===== src/fma_pkg.sv =====
// =========================================================================
// fma package: lane sizing, latencies, opcode and rounding encodings, and
// the request, operand and result records shared by the FMA blocks
// =========================================================================
package fma_pkg;

    localparam int N_LANES   = 4;
    localparam int TAG_W     = 4;
    localparam int MUL_STEPS = 12;
    localparam int CORE_LAT  = 17;
    localparam int TOP_LAT   = 19;
    localparam int EXP_BIAS  = 127;
    // adder field and its leading-zero count width
    localparam int SUM_W     = 76;
    localparam int LZ_W      = 7;

    localparam logic [31:0] QNAN   = 32'h7FC0_0000;
    localparam logic [31:0] FP_ONE = 32'h3F80_0000;

    typedef enum logic [2:0] {
        OP_FMADD  = 3'd0,
        OP_FMSUB  = 3'd1,
        OP_FNMSUB = 3'd2,
        OP_FNMADD = 3'd3,
        OP_FADD   = 3'd4,
        OP_FSUB   = 3'd5,
        OP_FMUL   = 3'd6
    } fma_op_e;

    typedef enum logic [2:0] {
        RM_RNE = 3'd0,
        RM_RTZ = 3'd1,
        RM_RDN = 3'd2,
        RM_RUP = 3'd3,
        RM_RMM = 3'd4
    } rnd_mode_e;

    // fclass order, neg_inf is bit 0
    typedef struct packed {
        logic qnan;
        logic snan;
        logic pos_inf;
        logic pos_norm;
        logic pos_sub;
        logic pos_zero;
        logic neg_zero;
        logic neg_sub;
        logic neg_norm;
        logic neg_inf;
    } fp_class_t;

    typedef struct packed {
        logic nv;
        logic of;
        logic uf;
        logic nx;
    } fma_flags_t;

    typedef struct packed {
        fma_op_e          op;
        rnd_mode_e        rm;
        logic [31:0]      a;
        logic [31:0]      b;
        logic [31:0]      c;
        logic [TAG_W-1:0] tag;
    } fma_req_t;

    typedef struct packed {
        fp_class_t   cls;
        logic        sign;
        logic [7:0]  exp;
        logic [23:0] mant;
    } fp_unpacked_t;

    typedef struct packed {
        logic [31:0]      word;
        fma_flags_t       flags;
        logic [TAG_W-1:0] tag;
    } fma_res_t;

endpackage


===== src/fma_collect.sv =====
// =========================================================================
// result collector: registers the finishing lane and keeps sticky flags
// =========================================================================
`timescale 1ns/100ps

module fma_collect (
    input  logic                        clk,
    input  logic                        rst_n,
    input  logic [fma_pkg::N_LANES-1:0] lane_done_i,
    input  fma_pkg::fma_res_t           lane_res_i [fma_pkg::N_LANES],
    input  logic                        flags_clr_i,
    output logic                        result_valid_o,
    output fma_pkg::fma_res_t           result_o,
    output fma_pkg::fma_flags_t         flags_o
);
    import fma_pkg::*;

    fma_res_t sel;
    logic     any_done;

    // done is one-hot at most, so an OR mux is enough
    always_comb begin
        sel = '0;
        for (int i = 0; i < N_LANES; i++) begin
            if (lane_done_i[i]) begin
                sel = sel | lane_res_i[i];
            end
        end
    end

    assign any_done = |lane_done_i;

    always_ff @(posedge clk) begin
        if (!rst_n) begin
            result_valid_o <= 1'b0;
            flags_o        <= '0;
        end else begin
            result_valid_o <= any_done;
            // clear first, a result in the same cycle still sets
            flags_o        <= (flags_clr_i ? '0 : flags_o) | (any_done ? sel.flags : '0);
        end
    end

    always_ff @(posedge clk) begin
        if (any_done) begin
            result_o <= sel;
        end
    end

endmodule


===== config.mk =====
export PLATFORM = sky130hd
export DESIGN_NAME = fma_collect
export DESIGN_NICKNAME = d
export VERILOG_FILES = /design/src/fma_pkg.sv /design/src/fma_collect.sv
export SDC_FILE = /design/constraint.sdc
export NUM_CORES = 1
export LEC_CHECK = 0
export CAP_MARGIN = 25
export CORE_AREA = 5 5 78 80
export DETAILED_ROUTE_END_ITERATION = 8
export DIE_AREA = 0 0 83 85
export DONT_BUFFER_PORTS = 1
export GPL_ROUTABILITY_DRIVEN = 0
export PLACE_DENSITY_LB_ADDON = 0.15
export SYNTH_ARGS = -nofsm -noshare
export SYNTH_HDL_FRONTEND = slang
export SYNTH_SLANG_ARGS = --single-unit

===== constraint.sdc =====
create_clock -name clk -period 1.16 [get_ports clk]
set_clock_uncertainty 0.05 [all_clocks]
set_input_delay 0.058 -clock clk [delete_from_list [all_inputs] [get_ports clk]]
set_output_delay 0.058 -clock clk [all_outputs]
set_load 0.05 [all_outputs]

==> impl_metrics.env <==
export IMPL_cts_tree="done"
export IMPL_worstPathArrival_ns=0.96
export IMPL_ios=212
export IMPL_period_needed_ns=1.066
export IMPL_finalSetupViolCount=0
export IMPL_antenna_found_initial=0
export IMPL_cp_max_fo=1
export IMPL_drtAntennaViolNets=0
export IMPL_initial_core_util=0.4095
export IMPL_die_height_um=85
export IMPL_cts_made_buffers=5
export IMPL_r2r_setup_slack_ns=0.44
export IMPL_grt_max_degree=42
export IMPL_holdWs_ns=-0.07452
export IMPL_p_leak_nw=1.184
export IMPL_synth_simple_gate_area_share=0.08815
export IMPL_period_share=0.9191
export IMPL_synth_xor_area_frac=0
export IMPL_vias_per_cell=6.114
export IMPL_wl_per_cell_um=23.87
export IMPL_track_usage=0.2144
export IMPL_hold_start="lane_done_i[3]"
export IMPL_synth_fa_ha_area_frac=0
export IMPL_drive_gt1_frac=0.04833
export IMPL_postCtsSetupBuffers=0
export IMPL_synth_cells=192
export IMPL_netlist_area_sq_mm=0.002186
export IMPL_end_kind="primary output"
export IMPL_synth_avg_cell_area_sq_um=11.38
export IMPL_grt_pass1_wl_um=11940
export IMPL_synth_seq_area_share=0.5953
export IMPL_synth_fp_nets=359
export IMPL_num_rows=27
export IMPL_maxSlewViolCount=0
export IMPL_power_w=0.004126
export IMPL_clockBufferDepth=2
export IMPL_synth_compound_area_share=0.2862
export IMPL_status="finished, violations left"
export IMPL_synth_top_family_by_area="compound AO/OA/AOI/OAI gates"
export IMPL_first_pass_iters=5
export IMPL_r2r_start="flags_o[2]"
export IMPL_maxCapViolCount=0
export IMPL_finalNetCount=435
export IMPL_holdCritPathClass="in2reg"
export IMPL_grt_overflow=0
export IMPL_drc_errors=0
export IMPL_rr_endpoint="flags_o[2]"
export IMPL_muxShareOfSynthArea=0
export IMPL_grt_pass1_vias=2245
export IMPL_synth_cell_types=12
export IMPL_fin_util=0.5928
export IMPL_path_clk_slew_ns=0.08
export IMPL_place_detailed_hpwl_um=5241
export IMPL_worst_setup_path_start_kind="flip-flop"
export IMPL_rsz0062_at_grt="false"
export IMPL_core_area_sq_mm=0.005338
export IMPL_synth_warnings=0
export IMPL_whs_path_depth=2
export IMPL_postCtsResizedCells=0
export IMPL_drt_wl_total_um=8141
export IMPL_clock_latency_ns=0.28
export IMPL_reg2reg_depth=2
export IMPL_hold_violations=40
export IMPL_peakVddDrop_uv=520.4
export IMPL_portBuffers=0
export IMPL_clock_fmax_mhz=938.0
export IMPL_finalSetupTns_ns=0
export IMPL_powerDensity_mw_per_mm2=1304
export IMPL_cts_root_buf="clkbuf_8"
export IMPL_hold_buffers=75
export IMPL_worst_pin_slew_ns=0.5166
export IMPL_slew_headroom=0.6551
export IMPL_required_ns=1.05
export IMPL_critPathKind="reg2out"
export IMPL_htreeDepth=2
export IMPL_fp_dieW_um=83
export IMPL_num_vias=2085
export IMPL_die_area_sq_mm=0.007055
export IMPL_diodes=0
export IMPL_cts_sinks=45
export IMPL_syn2layout_area_growth_pct=44.76
export IMPL_drtIter0Drc=207
export IMPL_min_to="result_o[10]"
export IMPL_ys_seq_elements=45
export IMPL_failed_checks="negative hold slack"
[logic make-up (layout without fill, tap and decap cells)]
family,after synthesis,count (layout)
AO/OA/AOI/OAI,84,84
AND/OR/NAND/NOR,46,46
flip-flops,45,45
buffers and inverters,17,94
[worst max path at each step]
| stage | startpoint | to | slack (ns) | cells past startpoint |
|---|---|---|---|---|
| 2_1_floorplan | lane_done_i[3] | result_valid_o | -0.02 | 2 |
| 4_1_cts | result_o[9] | result_o[9] | 0.07 | 0 |
| 5_1_grt | result_o[0] | result_o[0] | 0.06 | 0 |
| 6_report | result_o[0] | result_o[0] | 0.09 | 0 |
| 3_3_place_gp | lane_done_i[3] | result_o[22] | 0.04 | 2 |
| 3_5_place_dp | lane_done_i[3] | result_o[3] | 0.04 | 2 |
[worst register-to-register path, stage by stage (launching register included)]
cell	delay, ns
dfxtp_1	0.36
nand2b_1	0.06
a31oi_1	0.18
[routing by layer]
layer,vias to the layer above,global-route usage,share of wire,routed length [um]
met1,959,0.2217,0.33,2717
met3,25,0.07476,0.089,723
met5,-,0,0,0
met4,0,0.07132,0.029,234
met2,180,0.4031,0.55,4466
li1,921,-,-,-
[flip-flops by register name, indices dropped and copies added, names as in the netlist]
| name | flops |
|---|---|
| flags_o | 4 |
| result_o | 40 |
| result_valid_o | 1 |
[power by group]
| part | internal, W | leakage (nW) | switching (W) |
|---|---|---|---|
| clock network | 0.000486 | 0.0455 | 0.000477 |
| registers | 0.00197 | 0.432 | 0.000637 |
| logic | 0.000335 | 0.706 | 0.000223 |
[cell usage after synthesis, drive strengths merged]
cell type	count	area, sq um
edfxtp	40	1201
dfxtp	5	100.1
inv	1	3.750
and2	1	6.260
or4	1	11.26
nand2b	4	25.02
a22oi	80	600.6
buf	3	13.76
a31oi	4	25.02
nand2	40	150.1
clkbuf	13	48.80
[cell type report]
class	instances	area [sq um]
multi-input combinational	130	818.3
tap	72	90.09
fill	443	2173
inverter	1	3.754
timing repair buffer	85	860.8
sequential	45	1301
clock buffer	8	90.09
[stage by stage]
step | cells | setup slack [ns] | cell area [sq um]
detailed placement | 254 | 0.03708 | 2283
finish | 341 | 0.09388 | 3164
floorplan | 192 | -0.01742 | 2186
global placement | 254 | 0.04006 | 2283
CTS | 337 | 0.07473 | 3124
global route | 341 | 0.05757 | 3164
[cell usage in the layout (no fill, tap or decap), drive strengths merged]
cell type | synthesis | final
nand2 | 40 | 40
dfxtp | 5 | 5
dlygate4sd3 | 0 | 79
clkbuf | 13 | 8
buf | 3 | 6
or4 | 1 | 1
nand2b | 4 | 4
and2 | 1 | 1
a31oi | 4 | 4
inv | 1 | 1
edfxtp | 40 | 40
a22oi | 80 | 80
Note: power is estimated with default switching activity, not from simulation.
